--- src/verilog/exec_pkg.sv ---
`default_nettype none

package exec_pkg;

    // ******************************
    // widths
    // ******************************

    localparam int XLEN_DEFAULT = 32;  // operand and result width

    typedef logic [2:0] funct3_t;
    typedef logic [6:0] funct7_t;

    // ******************************
    // operation class from the requester
    // ******************************

    typedef enum logic [2:0] {
        R_TYPE    = 3'd0,
        I_TYPE    = 3'd1,
        ADD_TYPE  = 3'd2,  // address computation
        JALR_TYPE = 3'd3,
        B_TYPE    = 3'd4,
        LUI_TYPE  = 3'd5
    } op_class_t;

    // ******************************
    // ALU select codes
    // ******************************

    typedef enum logic [4:0] {
        ALU_ADD    = 5'h00,
        ALU_SUB    = 5'h01,
        ALU_SLL    = 5'h02,
        ALU_SLT    = 5'h03,
        ALU_SLTU   = 5'h04,
        ALU_XOR    = 5'h05,
        ALU_SRL    = 5'h06,
        ALU_SRA    = 5'h07,
        ALU_OR     = 5'h08,
        ALU_AND    = 5'h09,
        ALU_JALR   = 5'h0a,
        ALU_BEQ    = 5'h0b,  // branch compares return the taken flag
        ALU_BNE    = 5'h0c,
        ALU_BLT    = 5'h0d,
        ALU_BGE    = 5'h0e,
        ALU_BLTU   = 5'h0f,
        ALU_BGEU   = 5'h10,
        ALU_IMM    = 5'h11,  // operand b passed through
        ALU_MUL    = 5'h12,  // the four multiplies go to mul_unit
        ALU_MULH   = 5'h13,
        ALU_MULHSU = 5'h14,
        ALU_MULHU  = 5'h15
    } alu_sel_t;

endpackage

`default_nettype wire

--- src/verilog/alu_ctrl.sv ---
`timescale 1ns/1ps
`default_nettype none

module alu_ctrl (
    input  exec_pkg::op_class_t op_class,
    input  exec_pkg::funct3_t   funct3,
    input  exec_pkg::funct7_t   funct7,
    output exec_pkg::alu_sel_t  alu_sel
);

    import exec_pkg::*;

    logic base_op;  // funct7 is all zero
    logic m_ext;    // funct7 marks the M extension

    assign base_op = (funct7 == 7'b0000000);
    assign m_ext   = (funct7 == 7'b0000001);

    always_comb begin
        case (op_class)
            R_TYPE: begin
                case (funct3)
                    3'b000: begin
                        if (base_op) alu_sel = ALU_ADD;
                        else if (m_ext) alu_sel = ALU_MUL;
                        else alu_sel = ALU_SUB;
                    end
                    3'b001: alu_sel = base_op ? ALU_SLL : ALU_MULH;
                    3'b010: alu_sel = base_op ? ALU_SLT : ALU_MULHSU;
                    3'b011: alu_sel = base_op ? ALU_SLTU : ALU_MULHU;
                    3'b100: alu_sel = ALU_XOR;
                    3'b101: alu_sel = base_op ? ALU_SRL : ALU_SRA;
                    3'b110: alu_sel = ALU_OR;
                    default: alu_sel = ALU_AND;
                endcase
            end
            I_TYPE: begin
                case (funct3)
                    3'b000: alu_sel = ALU_ADD;
                    3'b001: alu_sel = ALU_SLL;
                    3'b010: alu_sel = ALU_SLT;
                    3'b011: alu_sel = ALU_SLTU;
                    3'b100: alu_sel = ALU_XOR;
                    3'b101: alu_sel = base_op ? ALU_SRL : ALU_SRA;  // funct7 picks the shift
                    3'b110: alu_sel = ALU_OR;
                    default: alu_sel = ALU_AND;
                endcase
            end
            ADD_TYPE: begin
                alu_sel = ALU_ADD;
            end
            JALR_TYPE: begin
                alu_sel = ALU_JALR;
            end
            B_TYPE: begin
                case (funct3)
                    3'b000: alu_sel = ALU_BEQ;
                    3'b001: alu_sel = ALU_BNE;
                    3'b100: alu_sel = ALU_BLT;
                    3'b101: alu_sel = ALU_BGE;
                    3'b110: alu_sel = ALU_BLTU;
                    default: alu_sel = ALU_BGEU;  // 010 and 011 are unused in RV32
                endcase
            end
            default: begin
                alu_sel = ALU_IMM;  // LUI and anything unknown
            end
        endcase
    end

endmodule

`default_nettype wire

--- src/verilog/int_alu.sv ---
`timescale 1ns/1ps
`default_nettype none

module int_alu #(
    parameter int XLEN = exec_pkg::XLEN_DEFAULT
) (
    input  logic               clk,
    input  logic               rst,
    input  logic               alu_en,
    input  exec_pkg::alu_sel_t alu_sel,
    input  logic [XLEN-1:0]    src_a,
    input  logic [XLEN-1:0]    src_b,
    output logic [XLEN-1:0]    alu_result
);

    import exec_pkg::*;

    logic [XLEN-1:0] sum;
    logic [XLEN-1:0] diff;
    logic [XLEN-1:0] next_result;
    logic [4:0]      shamt;
    logic            eq;
    logic            lt_s;
    logic            lt_u;

    assign sum   = src_a + src_b;
    assign diff  = src_a - src_b;
    assign shamt = src_b[4:0];  // only the low five bits shift
    assign eq    = (src_a == src_b);
    assign lt_s  = ($signed(src_a) < $signed(src_b));
    assign lt_u  = (src_a < src_b);

    always_comb begin
        case (alu_sel)
            ALU_ADD:  next_result = sum;
            ALU_SUB:  next_result = diff;
            ALU_SLL:  next_result = src_a << shamt;
            ALU_SLT:  next_result = {{(XLEN-1){1'b0}}, lt_s};
            ALU_SLTU: next_result = {{(XLEN-1){1'b0}}, lt_u};
            ALU_XOR:  next_result = src_a ^ src_b;
            ALU_SRL:  next_result = src_a >> shamt;
            ALU_SRA:  next_result = $unsigned($signed(src_a) >>> shamt);
            ALU_OR:   next_result = src_a | src_b;
            ALU_AND:  next_result = src_a & src_b;
            ALU_JALR: next_result = {sum[XLEN-1:1], 1'b0};  // target is halfword aligned
            ALU_BEQ:  next_result = {{(XLEN-1){1'b0}}, eq};
            ALU_BNE:  next_result = {{(XLEN-1){1'b0}}, !eq};
            ALU_BLT:  next_result = {{(XLEN-1){1'b0}}, lt_s};
            ALU_BGE:  next_result = {{(XLEN-1){1'b0}}, !lt_s};
            ALU_BLTU: next_result = {{(XLEN-1){1'b0}}, lt_u};
            ALU_BGEU: next_result = {{(XLEN-1){1'b0}}, !lt_u};
            ALU_IMM:  next_result = src_b;
            default:  next_result = '0;  // multiplies are not computed here
        endcase
    end

    always_ff @(posedge clk) begin
        if (rst) begin
            alu_result <= '0;
        end else if (alu_en) begin
            alu_result <= next_result;
        end
    end

endmodule

`default_nettype wire

--- src/verilog/mul_unit.sv ---
`timescale 1ns/1ps
`default_nettype none

module mul_unit #(
    parameter int XLEN = exec_pkg::XLEN_DEFAULT
) (
    input  logic               clk,
    input  logic               rst,
    input  logic               mul_start,
    input  exec_pkg::alu_sel_t alu_sel,
    input  logic [XLEN-1:0]    src_a,
    input  logic [XLEN-1:0]    src_b,
    output logic               mul_busy,
    output logic [XLEN-1:0]    mul_result
);

    import exec_pkg::*;

    localparam int CNT_W = $clog2(XLEN + 1);

    logic [2*XLEN-1:0] mcand;     // shifts left one place per step
    logic [2*XLEN-1:0] prod;
    logic [2*XLEN-1:0] signed_prod;
    logic [XLEN-1:0]   mplier;    // shifts right, bit 0 decides the add
    logic [XLEN-1:0]   mag_a;
    logic [XLEN-1:0]   mag_b;
    logic [CNT_W-1:0]  cnt;
    logic              a_neg;
    logic              b_neg;
    logic              negate;
    logic              want_high;

    // MULH treats both operands as signed, MULHSU only operand a
    assign a_neg = ((alu_sel == ALU_MULH) || (alu_sel == ALU_MULHSU)) && src_a[XLEN-1];
    assign b_neg = (alu_sel == ALU_MULH) && src_b[XLEN-1];
    assign mag_a = a_neg ? (~src_a + 1'b1) : src_a;
    assign mag_b = b_neg ? (~src_b + 1'b1) : src_b;
    assign signed_prod = negate ? (~prod + 1'b1) : prod;

    always_ff @(posedge clk) begin
        if (rst) begin
            mul_busy <= 1'b0;
            cnt <= '0;
        end else if (mul_start) begin
            mul_busy <= 1'b1;
            cnt <= '0;
        end else if (mul_busy) begin
            if (cnt == CNT_W'(XLEN)) begin
                mul_busy <= 1'b0;  // sign step done
            end
            cnt <= cnt + 1'b1;
        end
    end

    always_ff @(posedge clk) begin
        if (mul_start) begin
            mcand <= {{XLEN{1'b0}}, mag_a};
            mplier <= mag_b;
            prod <= '0;
            negate <= a_neg ^ b_neg;
            want_high <= (alu_sel != ALU_MUL);
        end else if (mul_busy) begin
            if (cnt == CNT_W'(XLEN)) begin
                mul_result <= want_high ? signed_prod[2*XLEN-1:XLEN] : signed_prod[XLEN-1:0];
            end else begin
                if (mplier[0]) begin
                    prod <= prod + mcand;
                end
                mcand <= mcand << 1;
                mplier <= mplier >> 1;
            end
        end
    end

    // the controller waits for the product before it starts another
    a_start_idle: assert property (@(posedge clk) disable iff (rst) mul_start |-> !mul_busy);

endmodule

`default_nettype wire

--- src/verilog/exec_ctrl.sv ---
`timescale 1ns/1ps
`default_nettype none

module exec_ctrl #(
    parameter int XLEN = exec_pkg::XLEN_DEFAULT
) (
    input  logic               clk,
    input  logic               rst,
    input  logic               req,
    input  exec_pkg::alu_sel_t alu_sel,
    input  logic [XLEN-1:0]    alu_result,
    input  logic               mul_busy,
    input  logic [XLEN-1:0]    mul_result,
    output logic               alu_en,
    output logic               mul_start,
    output logic               ack,
    output logic [XLEN-1:0]    result
);

    import exec_pkg::*;

    typedef enum logic [2:0] {
        IDLE,
        ALU_RUN,
        MUL_START,
        MUL_WAIT,
        DONE,
        RELEASE
    } state_t;

    state_t state;
    logic   is_mul;

    // operands and alu_sel stay stable while req is high
    assign is_mul    = alu_sel inside {ALU_MUL, ALU_MULH, ALU_MULHSU, ALU_MULHU};
    assign alu_en    = (state == ALU_RUN);
    assign mul_start = (state == MUL_START);  // one cycle, the state always moves on

    // ******************************
    // four-phase sequencing
    // ******************************

    always_ff @(posedge clk) begin
        if (rst) begin
            state <= IDLE;
            ack <= 1'b0;
        end else begin
            case (state)
                IDLE: begin
                    ack <= 1'b0;  // falls one cycle after req is seen low
                    if (req && !ack) begin
                        state <= is_mul ? MUL_START : ALU_RUN;
                    end
                end
                ALU_RUN: state <= DONE;
                MUL_START: state <= MUL_WAIT;
                MUL_WAIT: begin
                    if (!mul_busy) begin
                        state <= DONE;
                    end
                end
                DONE: state <= RELEASE;
                RELEASE: begin
                    if (req) begin
                        ack <= 1'b1;  // held as long as req is held
                    end else begin
                        state <= IDLE;
                    end
                end
                default: state <= IDLE;
            endcase
        end
    end

    always_ff @(posedge clk) begin
        if (state == DONE) begin
            result <= is_mul ? mul_result : alu_result;
        end
    end

    a_ack_needs_req: assert property (@(posedge clk) disable iff (rst) $rose(ack) |-> $past(req));
    a_result_held: assert property (@(posedge clk) disable iff (rst)
        ack |=> (!ack || $stable(result)));

endmodule

`default_nettype wire

--- src/verilog/exec_unit.sv ---
`timescale 1ns/1ps
`default_nettype none

module exec_unit #(
    parameter int XLEN = exec_pkg::XLEN_DEFAULT
) (
    input  logic                clk,
    input  logic                rst,
    input  logic                req,
    input  exec_pkg::op_class_t op_class,
    input  exec_pkg::funct3_t   funct3,
    input  exec_pkg::funct7_t   funct7,
    input  logic [XLEN-1:0]     src_a,
    input  logic [XLEN-1:0]     src_b,
    output logic                ack,
    output logic [XLEN-1:0]     result
);

    import exec_pkg::*;

    alu_sel_t        alu_sel;
    logic            alu_en;
    logic            mul_start;
    logic            mul_busy;
    logic [XLEN-1:0] alu_result;
    logic [XLEN-1:0] mul_result;

    alu_ctrl u_alu_ctrl (
        .op_class (op_class),
        .funct3   (funct3),
        .funct7   (funct7),
        .alu_sel  (alu_sel)
    );

    int_alu #(.XLEN(XLEN)) u_int_alu (
        .clk        (clk),
        .rst        (rst),
        .alu_en     (alu_en),
        .alu_sel    (alu_sel),
        .src_a      (src_a),
        .src_b      (src_b),
        .alu_result (alu_result)
    );

    mul_unit #(.XLEN(XLEN)) u_mul_unit (
        .clk        (clk),
        .rst        (rst),
        .mul_start  (mul_start),
        .alu_sel    (alu_sel),
        .src_a      (src_a),
        .src_b      (src_b),
        .mul_busy   (mul_busy),
        .mul_result (mul_result)
    );

    exec_ctrl #(.XLEN(XLEN)) u_exec_ctrl (
        .clk        (clk),
        .rst        (rst),
        .req        (req),
        .alu_sel    (alu_sel),
        .alu_result (alu_result),
        .mul_busy   (mul_busy),
        .mul_result (mul_result),
        .alu_en     (alu_en),
        .mul_start  (mul_start),
        .ack        (ack),
        .result     (result)
    );

endmodule

`default_nettype wire

--- config.mk ---
export PLATFORM = sky130hd
export DESIGN_NAME = exec_unit
export DESIGN_NICKNAME = d
export VERILOG_FILES = /design/src/verilog/exec_pkg.sv /design/src/verilog/alu_ctrl.sv /design/src/verilog/int_alu.sv /design/src/verilog/mul_unit.sv /design/src/verilog/exec_ctrl.sv /design/src/verilog/exec_unit.sv
export SDC_FILE = /design/constraint.sdc
export NUM_CORES = 1
export LEC_CHECK = 0
export ABC_AREA = 1
export BUFFER_PORTS_ARGS = -buffer_cell sky130_fd_sc_hd__buf_2
export CORE_MARGIN = 5
export CORE_UTILIZATION = 28
export DETAILED_ROUTE_END_ITERATION = 12
export GPL_TIMING_DRIVEN = 0
export PLACE_DENSITY = 0.51
export SYNTH_ARGS = -nofsm -noshare
export SYNTH_HDL_FRONTEND = slang
export SYNTH_HIERARCHICAL = 1
export SYNTH_SLANG_ARGS = --single-unit
--- constraint.sdc ---
create_clock -name clk -period 4.6 [get_ports clk]
set_input_delay 0.46 -clock clk [delete_from_list [all_inputs] [get_ports clk]]
set_output_delay 0.46 -clock clk [all_outputs]
set_load 0.02 [all_outputs]
==> impl_metrics.ini <==
[run_status]
outcome = complete, no violations

[timing]
timing.final.ws_setup_ps = 144
slew_headroom_pct = 3.18
rsz0062_at_grt = no
fin_crit_sh_pct = 96.9
setup-tns-final_ps = 0
clock.fmax_mhz = 224
tightest_slew_ps = 1450
period_minus_slack_ps = 4460
setup_viol = 0
fin_skew_ps = 41.2
hold_slack_ps = 217
hold_violations = 0
slew_viol_final = 0

[clocking]
clock_latency_ps = 580
root_buffer = clkbuf_16
ctsHoldBuffers = 0
cts.clk_slew.worst_paths_ps = 70
cts_resized = 0
clkSinkCount = 269
numCtsBuffers = 34
cts_max_level = 2
post_cts_buffers = 0
ctsLongestPathBuffers = 3
cts_tree = yes

[floorplanning]
dieArea_um2 = 117000
die_h_um = 342
chipWidth_um = 342
ioPinCount = 113
rows = 121
start_util_pct = 28.3
coreArea_um2 = 109000

[placed_design]
hpwlAfterDp_mm = 144
portBuffers = 110
post_dp_cell_area_um2 = 33300
dp_cells = 7009
place_congestion = 1.02
pre_cts_ws_ps = -481

[pwr]
ir_drop_v = 0.000234
totalPowerFinal_mw = 16.3
p_leak_nw = 17.6
p_comb_share_pct = 58.4
seqPwrFrac_pct = 24.5
switching_share_pct = 53.9
p_per_area_nw_per_um2 = 472
p_switching_mw = 8.77
clkPwrFrac_pct = 17.0
internal_power_mw = 7.50

[finish]
post_route_cells_drive_above_1_share_pct = 7.74
final_cell_mix = nand2_1 (1766), inv_1 (803), nand3_1 (641), nor2_1 (516), a21oi_1 (256)
layout_commonest_cell = nand2_1
fin_nets = 5821
instances_no_fill = 7075
synthToLayoutAreaGrowth_pct = 11.7
final_util_pct = 31.6
design_area_um2 = 34500

[synth]
synth_async_sr_flop_share_pct = 0
synth_edf_count = 130
synth_top_cell_area_share_pct = 21.5
ys_seq_area_share_pct = 21.7
syn_area_um2 = 30900
syn-num-nets = 5668
avgSynthCellArea_um2 = 5.69
yosys_warnings = 6
ys_ff_latch = 269
synth.distinct_cells = 60
post-synth-top-area-cell = nand2_1
syn_inst = 5420
synth_area_leaders = nand2_1 (21%), edfxtp_1 (13%), nand3_1 (10%)
ys.flop_type = dfxtp_1

[worst_setup_path]
r2r_end = u_mul_unit/mplier[6]
r2r_setup_slack_ps = 570
reg2reg_depth = 9
path_class = in2reg
path_max_fanout = 10
rr_startpoint = u_exec_ctrl/state[0]
end_kind = register
worstPathArrival_ps = 4890
startpoint_type = input port
critPathRequiredTime_ps = 5030

[drt]
drc = 0
wl_mm = 173
dr_total_vias = 36730
ant_nets = 0
dr.first_iter.drc_count = 4392
wl_per_cell_um = 24.5
vias_per_cell = 5.19
drt_pass1_iterations = 6

[min_path]
whs_path_depth = 3
hold_path.class = in2reg
hold_start = req
holdPathEnd = u_exec_ctrl/ack

[global_route]
grt_first_pass_wirelength_mm = 241
grt.overflow.total = 0
grt_max_degree = 65
grt_antenna_before_repair = 8
grtUsageTotal_pct = 28.3
grt_pass1_vias = 33520

[job]
drv_cap = 0
[sequential cells by signal, indices dropped and copies added, names as in the netlist, 3 cells and up]
| signal | flops |
|---|---|
| u_mul_unit/prod | 64 |
| u_mul_unit/cnt | 6 |
| u_int_alu/alu_result | 32 |
| u_exec_ctrl/state | 3 |
| u_exec_ctrl/result | 32 |
| u_mul_unit/mul_result | 32 |
| u_mul_unit/mplier | 32 |
| u_mul_unit/mcand | 64 |
[synthesized netlist by cell type, types with 20 or more instances]
library cell,number
inv_1,804
buf_4,20
nor3_1,56
nor2_2,31
nand2_2,27
nand3_1,641
dfxtp_1,139
xor2_1,60
nand2_1,1767
inv_2,37
a21oi_1,256
edfxtp_1,130
o21ai_0,224
clkbuf_1,72
ha_1,165
buf_2,75
o21ai_1,57
o22ai_1,39
nand4_1,71
o211ai_1,27
nor2_1,516
[final cells by class]
cell class	count	area [µm²]
inverter	848	3190
tap	1476	1850
clock buffer	44	975
buffer	189	922
sequential	269	6690
fill	12635	74700
multi-input combinational	4114	20100
antenna	2	5.00
clock inverter	16	154
timing repair buffer	117	618
[kinds of logic (layout without fill, tap and decap cells)]
group | count (synthesis) | count (layout) | synth area share [%]
flops | 269 | 269 | 21.7
simple gates | 3209 | 3209 | 44.4
fa+ha+maj | 168 | 168 | 6.89
compound gates | 666 | 666 | 11.7
other cells | 0 | 2 | 0
buf+inv | 1037 | 1214 | 13.3
xor+xnor | 71 | 71 | 2.02
[critical path, cell delays in order]
cell and delay [ps]:
buf_2 100, inv_1 40, nand2_1 60, nor2_1 250, nand2_1 170, nand2_1 100
nand3_1 80, nand2_1 70, nand2_1 320, inv_1 220, nor2_2 70, nand3_2 450
inv_2 250, buf_6 240, nand2_1 70, o21ai_1 60, nor2_1 640, nand3_1 290
nor2_1 240, nand3_1 370, nand2_1 230, a21oi_2 60
[power groups by stage]
stage,combinational (mW),clock [mW],sequential [mW]
2_1_floorplan,6.29,0,3.61
3_3_place_gp,9.26,0,4.05
3_5_place_dp,9.25,0,4.05
4_1_cts,9.30,2.85,4.00
5_1_grt,10.5,2.94,4.03
6_report,9.51,2.77,3.99
[worst max-delay path by stage]
stage          slack [ps]                 start  cells past startpoint                         to
2_1_floorplan         630  u_exec_ctrl/state[0]                      7   u_mul_unit/mul_result[0]
3_3_place_gp        -2040  u_exec_ctrl/state[0]                      7  u_mul_unit/mul_result[24]
3_5_place_dp         -480           op_class[1]                     18   u_int_alu/alu_result[25]
4_1_cts               110           op_class[1]                     18   u_int_alu/alu_result[25]
5_1_grt                90             funct7[1]                     22   u_int_alu/alu_result[25]
6_report              140             funct7[2]                     22   u_int_alu/alu_result[25]
[per-layer routing]
metal | part of all wire (%) | global-route usage, %
met2 | 42 | 43.5
met1 | 45 | 39.9
met4 | 4.3 | 10.0
met5 | 0.0075 | 0
met3 | 8.5 | 4.78
Power figures use the tool's default switching activity.
